[src/include/rename_macros.svh]
/*
 * Rename subsystem sizing
 * Pipe width, architectural register count, ROB depth,
 * register data width and derived ROB tag width
 */

`ifndef RENAME_MACROS_SVH
`define RENAME_MACROS_SVH

// ------------------------------
// Frontend geometry
// ------------------------------

// Lanes per decode group
`define PIPE_WIDTH 2

// Integer register file size, x0 included
`define NUM_ARCH_REGS 32

// ------------------------------
// ROB and datapath
// ------------------------------

// Power-of-two tag count so pointers wrap for free
`define ROB_DEPTH 8
`define DATA_WIDTH 32
`define TAG_WIDTH $clog2(`ROB_DEPTH)

`endif
[src/hdl/rename_pkg.sv]
/*
 * Rename shared types
 * Operation-class enum, architectural index, ROB tag
 * and register value typedefs
 */

`default_nettype none

`include "rename_macros.svh"

package rename_pkg;

    // ------------------------------
    // Index and payload types
    // ------------------------------

    // x0..x31
    typedef logic [$clog2(`NUM_ARCH_REGS)-1:0] arch_reg_t;

    // One ROB slot
    typedef logic [`TAG_WIDTH-1:0] rob_tag_t;

    // Committed register value
    typedef logic [`DATA_WIDTH-1:0] reg_data_t;

    // ------------------------------
    // Operation class
    // ------------------------------

    // Carried untouched to dispatch
    typedef enum logic [2:0] {
        op_alu,
        op_load,
        op_store,
        op_branch,
        op_mul
    } op_class_e;

endpackage

`default_nettype wire

[src/hdl/rename_top.sv]
/*
 * Rename subsystem top
 * Stage, RAT and ROB tag allocator behind the decode,
 * dispatch and commit ports
 */

`timescale 1ns/1ps
`default_nettype none

`include "rename_macros.svh"

module rename_top import rename_pkg::*; (
    input  logic                    clk,
    input  logic                    rst_n,
    input  logic                    flush,
    // Decode
    input  logic [`PIPE_WIDTH-1:0]  dec_valid,
    input  logic [`DATA_WIDTH-1:0]  dec_pc           [`PIPE_WIDTH-1:0],
    input  op_class_e               dec_op           [`PIPE_WIDTH-1:0],
    input  arch_reg_t               dec_rd           [`PIPE_WIDTH-1:0],
    input  logic [`PIPE_WIDTH-1:0]  dec_has_rd,
    input  arch_reg_t               dec_rs1          [`PIPE_WIDTH-1:0],
    input  arch_reg_t               dec_rs2          [`PIPE_WIDTH-1:0],
    output logic                    rename_rdy,
    // Dispatch
    input  logic                    dispatch_rdy,
    output logic [`PIPE_WIDTH-1:0]  ren_valid,
    output logic [`DATA_WIDTH-1:0]  ren_pc           [`PIPE_WIDTH-1:0],
    output op_class_e               ren_op           [`PIPE_WIDTH-1:0],
    output rob_tag_t                ren_dest_tag     [`PIPE_WIDTH-1:0],
    output rob_tag_t                ren_src1_tag     [`PIPE_WIDTH-1:0],
    output logic [`PIPE_WIDTH-1:0]  ren_src1_renamed,
    output reg_data_t               ren_src1_data    [`PIPE_WIDTH-1:0],
    output rob_tag_t                ren_src2_tag     [`PIPE_WIDTH-1:0],
    output logic [`PIPE_WIDTH-1:0]  ren_src2_renamed,
    output reg_data_t               ren_src2_data    [`PIPE_WIDTH-1:0],
    // Commit
    input  logic                    commit_valid,
    input  arch_reg_t               commit_rd,
    input  reg_data_t               commit_data
);

    // ------------------------------
    // Stage to allocator
    // ------------------------------
    logic [`PIPE_WIDTH-1:0]  alloc_req;
    logic [`PIPE_WIDTH-1:0]  alloc_gnt;
    rob_tag_t                alloc_tag   [`PIPE_WIDTH-1:0];
    logic                    alloc_take;

    // ------------------------------
    // Stage to RAT
    // ------------------------------
    arch_reg_t               rd_rs1      [`PIPE_WIDTH-1:0];
    arch_reg_t               rd_rs2      [`PIPE_WIDTH-1:0];
    reg_data_t               rs1_data    [`PIPE_WIDTH-1:0];
    reg_data_t               rs2_data    [`PIPE_WIDTH-1:0];
    logic [`PIPE_WIDTH-1:0]  rs1_renamed;
    logic [`PIPE_WIDTH-1:0]  rs2_renamed;
    rob_tag_t                rs1_tag     [`PIPE_WIDTH-1:0];
    rob_tag_t                rs2_tag     [`PIPE_WIDTH-1:0];
    logic [`PIPE_WIDTH-1:0]  wr_en;
    arch_reg_t               wr_rd       [`PIPE_WIDTH-1:0];
    rob_tag_t                wr_tag      [`PIPE_WIDTH-1:0];

    // Allocator head into the RAT clear and bypass
    logic                    retire_valid;
    rob_tag_t                retire_tag;

    // Rename datapath and output register
    rename_stage u_stage (.*);

    rat u_rat (.*);

    rob_tag_alloc u_alloc (.*);

endmodule

`default_nettype wire

[src/hdl/rename_stage.sv]
/*
 * Two-wide rename stage
 * Per-lane source rename and tag assignment, lane 0 to lane 1
 * forwarding, single-lane compaction, decode/dispatch handshake
 * and dispatch-side pipeline register
 */

`timescale 1ns/1ps
`default_nettype none

`include "rename_macros.svh"

module rename_stage import rename_pkg::*; (
    input  logic                    clk,
    input  logic                    rst_n,
    input  logic                    flush,
    // Decode group
    input  logic [`PIPE_WIDTH-1:0]  dec_valid,
    input  logic [`DATA_WIDTH-1:0]  dec_pc           [`PIPE_WIDTH-1:0],
    input  op_class_e               dec_op           [`PIPE_WIDTH-1:0],
    input  arch_reg_t               dec_rd           [`PIPE_WIDTH-1:0],
    input  logic [`PIPE_WIDTH-1:0]  dec_has_rd,
    input  arch_reg_t               dec_rs1          [`PIPE_WIDTH-1:0],
    input  arch_reg_t               dec_rs2          [`PIPE_WIDTH-1:0],
    output logic                    rename_rdy,
    // Dispatch group
    input  logic                    dispatch_rdy,
    output logic [`PIPE_WIDTH-1:0]  ren_valid,
    output logic [`DATA_WIDTH-1:0]  ren_pc           [`PIPE_WIDTH-1:0],
    output op_class_e               ren_op           [`PIPE_WIDTH-1:0],
    output rob_tag_t                ren_dest_tag     [`PIPE_WIDTH-1:0],
    output rob_tag_t                ren_src1_tag     [`PIPE_WIDTH-1:0],
    output logic [`PIPE_WIDTH-1:0]  ren_src1_renamed,
    output reg_data_t               ren_src1_data    [`PIPE_WIDTH-1:0],
    output rob_tag_t                ren_src2_tag     [`PIPE_WIDTH-1:0],
    output logic [`PIPE_WIDTH-1:0]  ren_src2_renamed,
    output reg_data_t               ren_src2_data    [`PIPE_WIDTH-1:0],
    // Tag allocator
    output logic [`PIPE_WIDTH-1:0]  alloc_req,
    input  logic [`PIPE_WIDTH-1:0]  alloc_gnt,
    input  rob_tag_t                alloc_tag        [`PIPE_WIDTH-1:0],
    output logic                    alloc_take,
    // RAT lookups
    output arch_reg_t               rd_rs1           [`PIPE_WIDTH-1:0],
    output arch_reg_t               rd_rs2           [`PIPE_WIDTH-1:0],
    input  reg_data_t               rs1_data         [`PIPE_WIDTH-1:0],
    input  reg_data_t               rs2_data         [`PIPE_WIDTH-1:0],
    input  logic [`PIPE_WIDTH-1:0]  rs1_renamed,
    input  logic [`PIPE_WIDTH-1:0]  rs2_renamed,
    input  rob_tag_t                rs1_tag          [`PIPE_WIDTH-1:0],
    input  rob_tag_t                rs2_tag          [`PIPE_WIDTH-1:0],
    // RAT writes
    output logic [`PIPE_WIDTH-1:0]  wr_en,
    output arch_reg_t               wr_rd            [`PIPE_WIDTH-1:0],
    output rob_tag_t                wr_tag           [`PIPE_WIDTH-1:0]
);

    logic                    all_gnt_ok;
    logic                    fire;
    logic                    lane0_wr;
    logic                    shift;
    logic [`PIPE_WIDTH-1:0]  nxt_valid;
    logic                    slot_lane    [`PIPE_WIDTH-1:0];
    rob_tag_t                lane_s1_tag  [`PIPE_WIDTH-1:0];
    rob_tag_t                lane_s2_tag  [`PIPE_WIDTH-1:0];
    logic [`PIPE_WIDTH-1:0]  lane_s1_ren;
    logic [`PIPE_WIDTH-1:0]  lane_s2_ren;

    // ------------------------------
    // Handshake
    // ------------------------------
    assign alloc_req  = dec_valid;
    // Every valid lane must hold a tag
    assign all_gnt_ok = &(~dec_valid | alloc_gnt);
    assign rename_rdy = dispatch_rdy && all_gnt_ok;
    assign fire       = rename_rdy && (|dec_valid);
    assign alloc_take = fire;

    // ------------------------------
    // RAT ports
    // ------------------------------
    always_comb begin
        for (int l = 0; l < `PIPE_WIDTH; l++) begin
            rd_rs1[l] = dec_rs1[l];
            rd_rs2[l] = dec_rs2[l];
            wr_rd[l]  = dec_rd[l];
            wr_tag[l] = alloc_tag[l];
            // No mapping for x0
            wr_en[l]  = dec_valid[l] && dec_has_rd[l] && (dec_rd[l] != '0) && fire;
        end
    end

    // ------------------------------
    // Source rename and forwarding
    // ------------------------------
    assign lane0_wr = dec_valid[0] && dec_has_rd[0] && (dec_rd[0] != '0);

    always_comb begin
        for (int l = 0; l < `PIPE_WIDTH; l++) begin
            lane_s1_tag[l] = rs1_tag[l];
            lane_s1_ren[l] = rs1_renamed[l];
            lane_s2_tag[l] = rs2_tag[l];
            lane_s2_ren[l] = rs2_renamed[l];
        end
        // RAT has not seen lane 0's write yet
        if (lane0_wr && (dec_rs1[1] == dec_rd[0])) begin
            lane_s1_tag[1] = alloc_tag[0];
            lane_s1_ren[1] = 1'b1;
        end
        if (lane0_wr && (dec_rs2[1] == dec_rd[0])) begin
            lane_s2_tag[1] = alloc_tag[0];
            lane_s2_ren[1] = 1'b1;
        end
    end

    // ------------------------------
    // Compaction
    // ------------------------------
    // Lone lane 1 moves to slot 0
    assign shift        = !dec_valid[0] && dec_valid[1];
    assign nxt_valid    = shift ? 2'b01 : dec_valid;
    assign slot_lane[0] = shift;
    assign slot_lane[1] = 1'b1;

    // ------------------------------
    // Output register
    // ------------------------------
    always_ff @(posedge clk or negedge rst_n) begin
        if (!rst_n) begin
            ren_valid <= '0;
        end else if (flush) begin
            ren_valid <= '0;
        end else if (dispatch_rdy) begin
            // Bubble when no group fired
            ren_valid <= fire ? nxt_valid : '0;
        end
    end

    // Payload follows the valid bits only on fire
    always_ff @(posedge clk) begin
        if (fire) begin
            for (int s = 0; s < `PIPE_WIDTH; s++) begin
                ren_pc[s]           <= dec_pc[slot_lane[s]];
                ren_op[s]           <= dec_op[slot_lane[s]];
                ren_dest_tag[s]     <= alloc_tag[slot_lane[s]];
                ren_src1_tag[s]     <= lane_s1_tag[slot_lane[s]];
                ren_src1_renamed[s] <= lane_s1_ren[slot_lane[s]];
                ren_src1_data[s]    <= rs1_data[slot_lane[s]];
                ren_src2_tag[s]     <= lane_s2_tag[slot_lane[s]];
                ren_src2_renamed[s] <= lane_s2_ren[slot_lane[s]];
                ren_src2_data[s]    <= rs2_data[slot_lane[s]];
            end
        end
    end

endmodule

`default_nettype wire

[src/hdl/rat.sv]
/*
 * Register alias table
 * Per-register data, renamed bit and ROB tag
 * Two-lane reads with retire bypass, two-lane rename writes,
 * commit write and clear, flush of all mappings
 */

`timescale 1ns/1ps
`default_nettype none

`include "rename_macros.svh"

module rat import rename_pkg::*; (
    input  logic                    clk,
    input  logic                    rst_n,
    input  logic                    flush,
    // Source lookups
    input  arch_reg_t               rd_rs1      [`PIPE_WIDTH-1:0],
    input  arch_reg_t               rd_rs2      [`PIPE_WIDTH-1:0],
    output reg_data_t               rs1_data    [`PIPE_WIDTH-1:0],
    output reg_data_t               rs2_data    [`PIPE_WIDTH-1:0],
    output logic [`PIPE_WIDTH-1:0]  rs1_renamed,
    output logic [`PIPE_WIDTH-1:0]  rs2_renamed,
    output rob_tag_t                rs1_tag     [`PIPE_WIDTH-1:0],
    output rob_tag_t                rs2_tag     [`PIPE_WIDTH-1:0],
    // New mappings from rename
    input  logic [`PIPE_WIDTH-1:0]  wr_en,
    input  arch_reg_t               wr_rd       [`PIPE_WIDTH-1:0],
    input  rob_tag_t                wr_tag      [`PIPE_WIDTH-1:0],
    // Commit side
    input  logic                    retire_valid,
    input  rob_tag_t                retire_tag,
    input  arch_reg_t               commit_rd,
    input  reg_data_t               commit_data
);

    reg_data_t  data_q    [`NUM_ARCH_REGS];
    logic       renamed_q [`NUM_ARCH_REGS];
    rob_tag_t   tag_q     [`NUM_ARCH_REGS];

    // ------------------------------
    // Read with retire bypass
    // ------------------------------
    function automatic void lookup(
        input  arch_reg_t r,
        output reg_data_t d,
        output logic      rn,
        output rob_tag_t  t
    );
        if (r == '0) begin
            // Hardwired zero
            d  = '0;
            rn = 1'b0;
            t  = '0;
        end else if (retire_valid && renamed_q[r] && (tag_q[r] == retire_tag)) begin
            // Producer retiring right now
            d  = commit_data;
            rn = 1'b0;
            t  = tag_q[r];
        end else begin
            d  = data_q[r];
            rn = renamed_q[r];
            t  = tag_q[r];
        end
    endfunction

    // Pre-write state plus bypass
    always_comb begin
        for (int l = 0; l < `PIPE_WIDTH; l++) begin
            lookup(rd_rs1[l], rs1_data[l], rs1_renamed[l], rs1_tag[l]);
            lookup(rd_rs2[l], rs2_data[l], rs2_renamed[l], rs2_tag[l]);
        end
    end

    // ------------------------------
    // Table update
    // ------------------------------
    always_ff @(posedge clk or negedge rst_n) begin
        if (!rst_n) begin
            for (int r = 0; r < `NUM_ARCH_REGS; r++) begin
                data_q[r]    <= '0;
                renamed_q[r] <= 1'b0;
                tag_q[r]     <= '0;
            end
        end else if (flush) begin
            // Drop speculative mappings and keep values
            for (int r = 0; r < `NUM_ARCH_REGS; r++) begin
                renamed_q[r] <= 1'b0;
            end
        end else begin
            if (retire_valid && (commit_rd != '0)) begin
                data_q[commit_rd] <= commit_data;
                // Younger rename of same rd keeps its mapping
                if (tag_q[commit_rd] == retire_tag) begin
                    renamed_q[commit_rd] <= 1'b0;
                end
            end
            // Ascending lanes so lane 1 lands last and wins
            for (int l = 0; l < `PIPE_WIDTH; l++) begin
                if (wr_en[l]) begin
                    renamed_q[wr_rd[l]] <= 1'b1;
                    tag_q[wr_rd[l]]     <= wr_tag[l];
                end
            end
        end
    end

endmodule

`default_nettype wire

[src/hdl/rob_tag_alloc.sv]
/*
 * Circular ROB tag allocator
 * In-order per-lane grants, tail advance on take,
 * oldest-tag retire on commit, flush to empty
 */

`timescale 1ns/1ps
`default_nettype none

`include "rename_macros.svh"

module rob_tag_alloc import rename_pkg::*; (
    input  logic                    clk,
    input  logic                    rst_n,
    input  logic                    flush,
    input  logic [`PIPE_WIDTH-1:0]  alloc_req,
    input  logic                    alloc_take,
    output logic [`PIPE_WIDTH-1:0]  alloc_gnt,
    output rob_tag_t                alloc_tag [`PIPE_WIDTH-1:0],
    input  logic                    commit_valid,
    output logic                    retire_valid,
    output rob_tag_t                retire_tag
);

    // Oldest in-flight tag
    rob_tag_t             head;
    // Next tag to hand out
    rob_tag_t             tail;
    // Extra bit to tell full from empty
    logic [`TAG_WIDTH:0]  count;
    logic [`TAG_WIDTH:0]  free_cnt;
    logic [1:0]           n_alloc;

    // ------------------------------
    // Grants and tags
    // ------------------------------
    assign free_cnt = (`TAG_WIDTH+1)'(`ROB_DEPTH) - count;

    // Lane 1 needs a second slot only if lane 0 also asks
    assign alloc_gnt[0] = alloc_req[0] && (free_cnt != '0);
    assign alloc_gnt[1] = alloc_req[1] &&
                          (alloc_req[0] ? (free_cnt >= 2) : (free_cnt != '0));

    assign alloc_tag[0] = tail;
    assign alloc_tag[1] = tail + rob_tag_t'(alloc_req[0]);

    // Tags consumed this cycle
    assign n_alloc = alloc_take ? ({1'b0, alloc_req[0]} + {1'b0, alloc_req[1]}) : 2'd0;

    // Commit on an empty allocator is dropped
    assign retire_valid = commit_valid && (count != '0);
    assign retire_tag   = head;

    // ------------------------------
    // Pointer update
    // ------------------------------
    always_ff @(posedge clk or negedge rst_n) begin
        if (!rst_n) begin
            head  <= '0;
            tail  <= '0;
            count <= '0;
        end else if (flush) begin
            head  <= '0;
            tail  <= '0;
            count <= '0;
        end else begin
            // Take and retire may overlap
            tail  <= tail + rob_tag_t'(n_alloc);
            head  <= head + rob_tag_t'(retire_valid);
            count <= count + (`TAG_WIDTH+1)'(n_alloc) - (`TAG_WIDTH+1)'(retire_valid);
        end
    end

endmodule

`default_nettype wire

[config.mk]
export PLATFORM = sky130hd
export DESIGN_NAME = rename_top
export DESIGN_NICKNAME = d
export VERILOG_FILES = /design/src/hdl/rename_pkg.sv /design/src/hdl/rename_top.sv /design/src/hdl/rename_stage.sv /design/src/hdl/rat.sv /design/src/hdl/rob_tag_alloc.sv
export VERILOG_INCLUDE_DIRS = /design/src /design/src/include
export SDC_FILE = /design/constraint.sdc
export NUM_CORES = 2
export LEC_CHECK = 0
export BUFFER_PORTS_ARGS = -buffer_cell sky130_fd_sc_hd__buf_4
export CORE_MARGIN = 3
export CORE_UTILIZATION = 40
export DETAILED_ROUTE_END_ITERATION = 10
export GPL_TIMING_DRIVEN = 1
export PLACE_DENSITY = 0.63
export SLEW_MARGIN = 0
export SYNTH_ARGS = -nofsm -noshare
export SYNTH_HDL_FRONTEND = slang
export SYNTH_SLANG_ARGS = --single-unit
[constraint.sdc]
create_clock -name clk -period 30 [get_ports clk]
set_clock_uncertainty 0.05 [all_clocks]
set_input_delay 3 -clock clk [delete_from_list [all_inputs] [get_ports clk]]
set_output_delay 3 -clock clk [all_outputs]
set_load 0.005 [all_outputs]
# ---- Word-level counts from Yosys, hierarchy flattened
# Index checks and enable logic that the tools add are counted.
dict set report totals {
  regBits 1384
  in_bits 146
  output_inout_bits 223
  elab_cells 311
}
dict set report op_classes {
  n_addsub 7
  order_cmp 12
  n_eq_ne 7
  muxes 115
  bitwise_logic 14
  reduce_logical 40
}
# operator count
set ops {}
lappend ops {{bitwise mux 1024 bit} 1}
lappend ops {{two-way mux 32 bit} 30}
lappend ops {{binary-select mux 32 bit (select 5 bit)} 4}
lappend ops {{two-way mux 96 bit} 3}
lappend ops {{bitwise mux 96 bit} 2}
lappend ops {{demux 32 bit (select 5 bit)} 1}
lappend ops {{two-way mux 3 bit} 28}
lappend ops {{binary-select mux 3 bit (select 5 bit)} 5}
lappend ops {{OR 32 bit} 2}
lappend ops {{>= comparator 6 bit (second input constant)} 7}
lappend ops {{inverter 5 -> 6 bit} 7}
lappend ops {{AND 32 bit} 1}
lappend ops {{inverter 32 bit} 1}
lappend ops {{demux 3 bit (select 5 bit)} 2}
lappend ops {{logical AND 1 bit} 26}
lappend ops {{two-way mux 1 bit} 26}
lappend ops {{binary-select mux 1 bit (select 5 bit)} 4}
lappend ops {{logical NOT 5 bit} 4}
lappend ops {{< comparator 6 x 1 -> 1 bit (second input constant)} 3}
lappend ops {{demux 1 bit (select 5 bit)} 3}
lappend ops {{== test 3 bit} 5}
lappend ops {{nonzero test 5 bit} 3}
lappend ops {{== test 5 bit} 2}
lappend ops {{two-way mux 2 bit} 5}
lappend ops {{other kinds (17)} 20}

# ---- Depth between registers and ports, before layout
dict set report depth {
  depth_word 16
  ltp_mapped 15
  ltp_nobuf 14
}

# ---- By module
# Synthesis repeated with hierarchy kept, for this count alone.
dict set report hier_totals {
  hier_cells 6927
  hier_area_um2 91323.8
}
# module n_inst cells_per_inst area_per_inst_um2 seq_area_each_um2
set by_module_without_submodules {}
lappend by_module_without_submodules {rat 1 6438 82056.2 28827.6}
lappend by_module_without_submodules {rename_stage 1 420 8541.9 6656.4}
lappend by_module_without_submodules {rob_tag_alloc 1 69 725.7 250.2}

# ---- Least setup slack after synthesis
# No wires, ideal clock.
dict set report synth_path {
  path_type {input -> register}
  from {input port dec_valid[1]}
  to {register u_alloc.count[3]}
  setup_ps 132
  arrival_time_ps 15432
  t_required_ps 29818
  path_slack_ps 14386
  cell_stages 13
  n_path_buf 1
  path_cell_list {nor3b_1 > o21ai_0 > a221oi_1 > clkbuf_1 > nor2_1 > nand2_1 > ha_1 > inv_1 > ha_1 > a21o_1 > a21oi_1 > xnor2_1 > nor2_1}
}
dict set report synth_via {
  elab_chain_len 9
  word_cells_on_any_way 12
  classes_between {add/sub: 3; mux: 2; bitwise: 2; reduce/logical: 5}
}
# element line
set synth_rtl {}
lappend synth_rtl {{start: declaration} rename_top.sv:17} ;# input logic [`PIPE_WIDTH-1:0] dec_valid,
lappend synth_rtl {{logical AND 1 bit / inverter 2 bit (equally long branches)} {rob_tag_alloc.sv:41, rename_stage.sv:74}}
lappend synth_rtl {{OR 2 bit} rename_stage.sv:74} ;# assign all_gnt_ok = &(~dec_valid | alloc_gnt);
lappend synth_rtl {{AND reduction 2 bit} rename_stage.sv:74}
lappend synth_rtl {{logical AND 1 bit} rename_stage.sv:75} ;# assign rename_rdy = dispatch_rdy && all_gnt_ok;
lappend synth_rtl {{logical AND 1 bit} rename_stage.sv:76} ;# assign fire = rename_rdy && (|dec_valid);
lappend synth_rtl {{two-way mux 2 bit (*)} rob_tag_alloc.sv:48} ;# assign n_alloc = alloc_take ? ({1'b0, alloc_req[0]} + {1'b0, alloc_req[1]}) : 2'd0;
lappend synth_rtl {{adder 4 x 2 -> 4 bit (*)} rob_tag_alloc.sv:70} ;# count <= count + (`TAG_WIDTH+1)'(n_alloc) - (`TAG_WIDTH+1)'(retire_valid);
lappend synth_rtl {{subtractor 4 x 1 -> 4 bit (*)} rob_tag_alloc.sv:70}
lappend synth_rtl {{two-way mux 4 bit (*)} rob_tag_alloc.sv:62} ;# end else if (flush) begin
lappend synth_rtl {{end signal: assignment} rob_tag_alloc.sv:70}
lappend synth_rtl {{end: declaration} rob_tag_alloc.sv:30} ;# logic [`TAG_WIDTH:0] count;
# Mark *: on every way between the ends. The rest lies on a longest branch, timed or not.
# A chain may end at the register's enable or synchronous reset.

# ---- Final worst setup path
dict set report layout_path {
  from {input port dec_rs1[6] in the netlist's numbering}
  to {register u_stage.ren_src1_data[7] in the netlist's numbering, data pin}
}
dict set report layout_via {
  elab_chain_len 10
  word_cells_on_any_way 18
  classes_between {eq/ne: 1; mux: 13; bitwise: 1; reduce/logical: 3}
}
# element line
set layout_rtl {}
lappend layout_rtl {{start: declaration} rename_top.sv:22} ;# input arch_reg_t dec_rs1 [`PIPE_WIDTH-1:0],
lappend layout_rtl {{inverter 5 -> 6 bit (not written as such)} {rat.sv:55, rat.sv:61}}
lappend layout_rtl {{binary-select mux 3 bit (select 5 bit) / binary-select mux 1 bit (select 5 bit) (equally long branches)} rat.sv:55} ;# end else if (retire_valid && renamed_q[r] && (tag_q[r] == retire_tag)) begin
lappend layout_rtl {{two-way mux 3 bit (not written as such) / two-way mux 1 bit (equally long branches) (2 in series)} rat.sv:55}
lappend layout_rtl {{== test 3 bit / logical AND 1 bit (equally long branches)} rat.sv:55}
lappend layout_rtl {{logical AND 1 bit} rat.sv:55}
lappend layout_rtl {{two-way mux 32 bit} rat.sv:55}
lappend layout_rtl {{two-way mux 32 bit (*)} rat.sv:50} ;# if (r == '0) begin
lappend layout_rtl {{two-way mux 32 bit (not written as such) (*) (2 in series)} rename_stage.sv:148} ;# ren_src1_data[s] <= rs1_data[slot_lane[s]];
lappend layout_rtl {{end signal: indexed assignment} rename_stage.sv:148}
lappend layout_rtl {{end: declaration} rename_stage.sv:34} ;# output reg_data_t ren_src1_data [`PIPE_WIDTH-1:0],
# Mark *: on every way between the ends. The rest lies on a longest branch, timed or not. The select of a mux whose other input is x is not followed.

==> impl_metrics.env <==
export IMPL_synthCells=5946
export IMPL_worst_slew_pin_transition_ps=1360
export IMPL_post_cts_resized=0
export IMPL_via_per_inst=7.02
export IMPL_final_common_cell="mux4_2"
export IMPL_root_buffer="clkbuf_16"
export IMPL_grt_pass1_wl_um=478000
export IMPL_synth_adder_area_share_pct=0.276
export IMPL_setup_violations=0
export IMPL_grt_setup_unrepaired="no"
export IMPL_drive_gt1_share_pct=55.8
export IMPL_die_width_um=484
export IMPL_post_synth_mux_area_share_pct=51.2
export IMPL_syn_avg_cell_area_sq_um=15.4
export IMPL_drt_first_pass_iters=9
export IMPL_dp_hpwl_um=193000
export IMPL_critPathRequiredTime_ps=30470
export IMPL_synth_simple_gate_area_share_pct=3.15
export IMPL_synth_compound_area_share_pct=2.95
export IMPL_final_util_pct=45.2
export IMPL_cts_hold_buf=0
export IMPL_status="finished clean"
export IMPL_hold_path_class="flop to flop"
export IMPL_max_clock_path_buffers=3
export IMPL_arrival_ps=7840
export IMPL_peakVddDrop_mv=0.0688
export IMPL_grt_max_degree=148
export IMPL_worstSetupPathType="input pin to flop"
export IMPL_place_inst=8742
export IMPL_p_per_area_nw_per_um2=64.4
export IMPL_final_cell_mix="1408 x mux4_2, 1164 x dfrtp_1, 1161 x mux2_2"
export IMPL_synth_xor_area_share_pct=0.297
export IMPL_clk_pin_slew_worst_paths_ps=60
export IMPL_synth_top_family_by_area="multiplexers"
export IMPL_start_kind="input pin"
export IMPL_fmax_mhz=136
export IMPL_hold_viol=0
export IMPL_vias=63500
export IMPL_drc=0
export IMPL_dieArea_sq_um=235000
export IMPL_totalWireLength_um=335000
export IMPL_synth_cell_area_sq_um=91500
export IMPL_synth_edff_count=220
export IMPL_globalplace_congestion=0.984
export IMPL_ys_warnings_count=0
export IMPL_crit_path_end_kind="flop"
export IMPL_start_util_pct=40.5
export IMPL_core_area_sq_um=226000
export IMPL_grt_ovfl_total=0
export IMPL_clock_latency_ps=830
export IMPL_wire_per_inst_um=37.0
export IMPL_cts_buffers=158
export IMPL_swShare_pct=30.7
export IMPL_synth_top_flop_cell="dfrtp_1"
export IMPL_p_int_mw=4.56
export IMPL_synth_nets=6111
export IMPL_relSlewSlack_pct=8.33
export IMPL_path_max_fanout=70
export IMPL_io_pins=369
export IMPL_grt_use_total_pct=28.2
export IMPL_area_growth_pct=11.6
export IMPL_ys_seq_area_share_pct=39.0
export IMPL_async_reset_ff_share_pct=84.1
export IMPL_drtIter0Drc=8269
export IMPL_cts_tree="yes"
export IMPL_fp_row_count=174
export IMPL_ant_nets=0
export IMPL_p_comb_share_pct=27.4
export IMPL_port_buffers=368
export IMPL_post_cts_buffers=0
export IMPL_ys_ff_latch=1384
export IMPL_slew_violations=0
export IMPL_cts_htree_levels=4
export IMPL_pwr_share_clk_pct=30.9
export IMPL_drv_cap=0
export IMPL_nets=6075
export IMPL_layout_min_cycle_time_ps=7370
export IMPL_switchingPower_mw=2.02
export IMPL_leakagePower_nw=41.8
export IMPL_antenna_found_initial=18
export IMPL_seq_power_share_pct=41.7
export IMPL_fin_crit_sh_pct=24.6
export IMPL_synthDistinctLibCells=63
export IMPL_cts_sinks=1384
export IMPL_finalSetupTns_ps=0
export IMPL_final_cell_count_no_fill=9041
export IMPL_grt_pass1_vias=62900
export IMPL_fp_dieH_um=484
==> worst max-delay path, stage by stage <==
cell and delay [ps]:
buf_8 480, buf_4 780, mux4_2 590, mux4_2 520, mux2i_1 340, xnor2_1 190
or4_4 610, buf_4 670, mux2i_1 340, o22ai_1 130
==> synth_stat cells (all sizes together), types with 18 or more instances <==
cell type	count	area, sq um
nand3	138	691
nor2	191	717
nand2b	28	175
clkbuf	474	1780
nand4	28	175
a21oi	66	330
mux2	1161	13100
mux2i	205	2050
buf	218	951
a22oi	39	293
mux4	1408	31700
dfrtp	1164	29100
xnor2	20	175
o22ai	65	407
nand2	111	417
edfxtp	220	6610
a31oi	28	175
o21ai	86	430
a2bb2oi	31	272
inv	28	105
nor2b	34	213
and2	18	113
o31ai	34	255
==> path summary, 6_finish.rpt <==
kind                            slack [ps]                  endpoint               start  cells past startpoint
max in group asynchronous            24530          u_rat.data_q[58]               rst_n                      4
worst min register to register         380        u_rat.data_q[1002]  u_rat.data_q[1002]                      0
worst min-delay path                   380        u_rat.data_q[1002]  u_rat.data_q[1002]                      0
worst max-delay path                 22630  u_stage.ren_src1_data[7]          dec_rs1[6]                     10
min in group asynchronous             2170         u_rat.data_q[585]               rst_n                      1
worst max register to register       25560  u_stage.ren_src1_data[3]    u_alloc.count[1]                     10
==> metrics by stage <==
| step | cell area (sq um) | setup slack, ps | hold WS, ps | power, mW |
|---|---|---|---|---|
| floorplan | 91500 | 14390 | 424 | 3.91 |
| global placement | 96700 | 21970 | 359 | 4.49 |
| detailed placement | 96700 | 21920 | 371 | 4.55 |
| CTS | 102000 | 22800 | 384 | 6.58 |
| global route | 102000 | 22440 | 399 | 6.83 |
| finish | 102000 | 22630 | 384 | 6.58 |
==> sequential cells by signal, summed over array words and instances, names as in the netlist <==
| signal | flops |
|---|---|
| u_alloc.retire_tag | 3 |
| u_stage.ren_src1_tag | 6 |
| u_stage.ren_dest_tag | 6 |
| u_stage.ren_src2_data | 64 |
| u_rat.renamed_q | 32 |
| u_stage.ren_op | 6 |
| u_stage.ren_pc | 64 |
| u_rat.data_q | 1024 |
| u_stage.ren_src1_data | 64 |
| u_stage.ren_src2_renamed | 2 |
| u_stage.ren_valid | 2 |
| u_stage.ren_src2_tag | 6 |
| u_alloc.tail | 3 |
| u_stage.ren_src1_renamed | 2 |
| u_rat.tag_q | 96 |
| u_alloc.count | 4 |
==> cell families after synthesis <==
group,after synthesis
compound gates,414
xor+xnor,31
fa+ha+maj,19
buf+inv,721
flops,1384
mux,2774
simple gates,603
==> power groups by stage <==
| stage | sequential, mW | clock (mW) | combinational, mW |
|---|---|---|---|
| after floorplan | 2.63 | 0 | 1.28 |
| final | 2.74 | 2.03 | 1.80 |
| after global placement | 2.73 | 0 | 1.76 |
| after detailed placement | 2.76 | 0 | 1.79 |
| after global routing | 2.79 | 2.14 | 1.90 |
| after CTS | 2.73 | 2.06 | 1.80 |
==> per-layer routing <==
metal | GRT usage, % | wire, um | vias up
met1 | 37.0 | 124000 | 33700
met4 | 13.9 | 18800 | 12
met2 | 42.6 | 152000 | 4484
met3 | 8.53 | 39600 | 993
li1 | - | - | 24300
met5 | 0 | 80 | -
==> area by class of cell <==
cell class / count / area (sq um)
fill: 19600 / 124000
tap: 2992 / 3740
clock buffer: 226 / 4540
antenna: 8 / 20.0
clock inverter: 65 / 820
inverter: 29 / 115
multi-input combinational: 3841 / 53300
timing repair buffer: 496 / 3890
sequential: 1384 / 35700
Power figures use the tool's default switching activity.
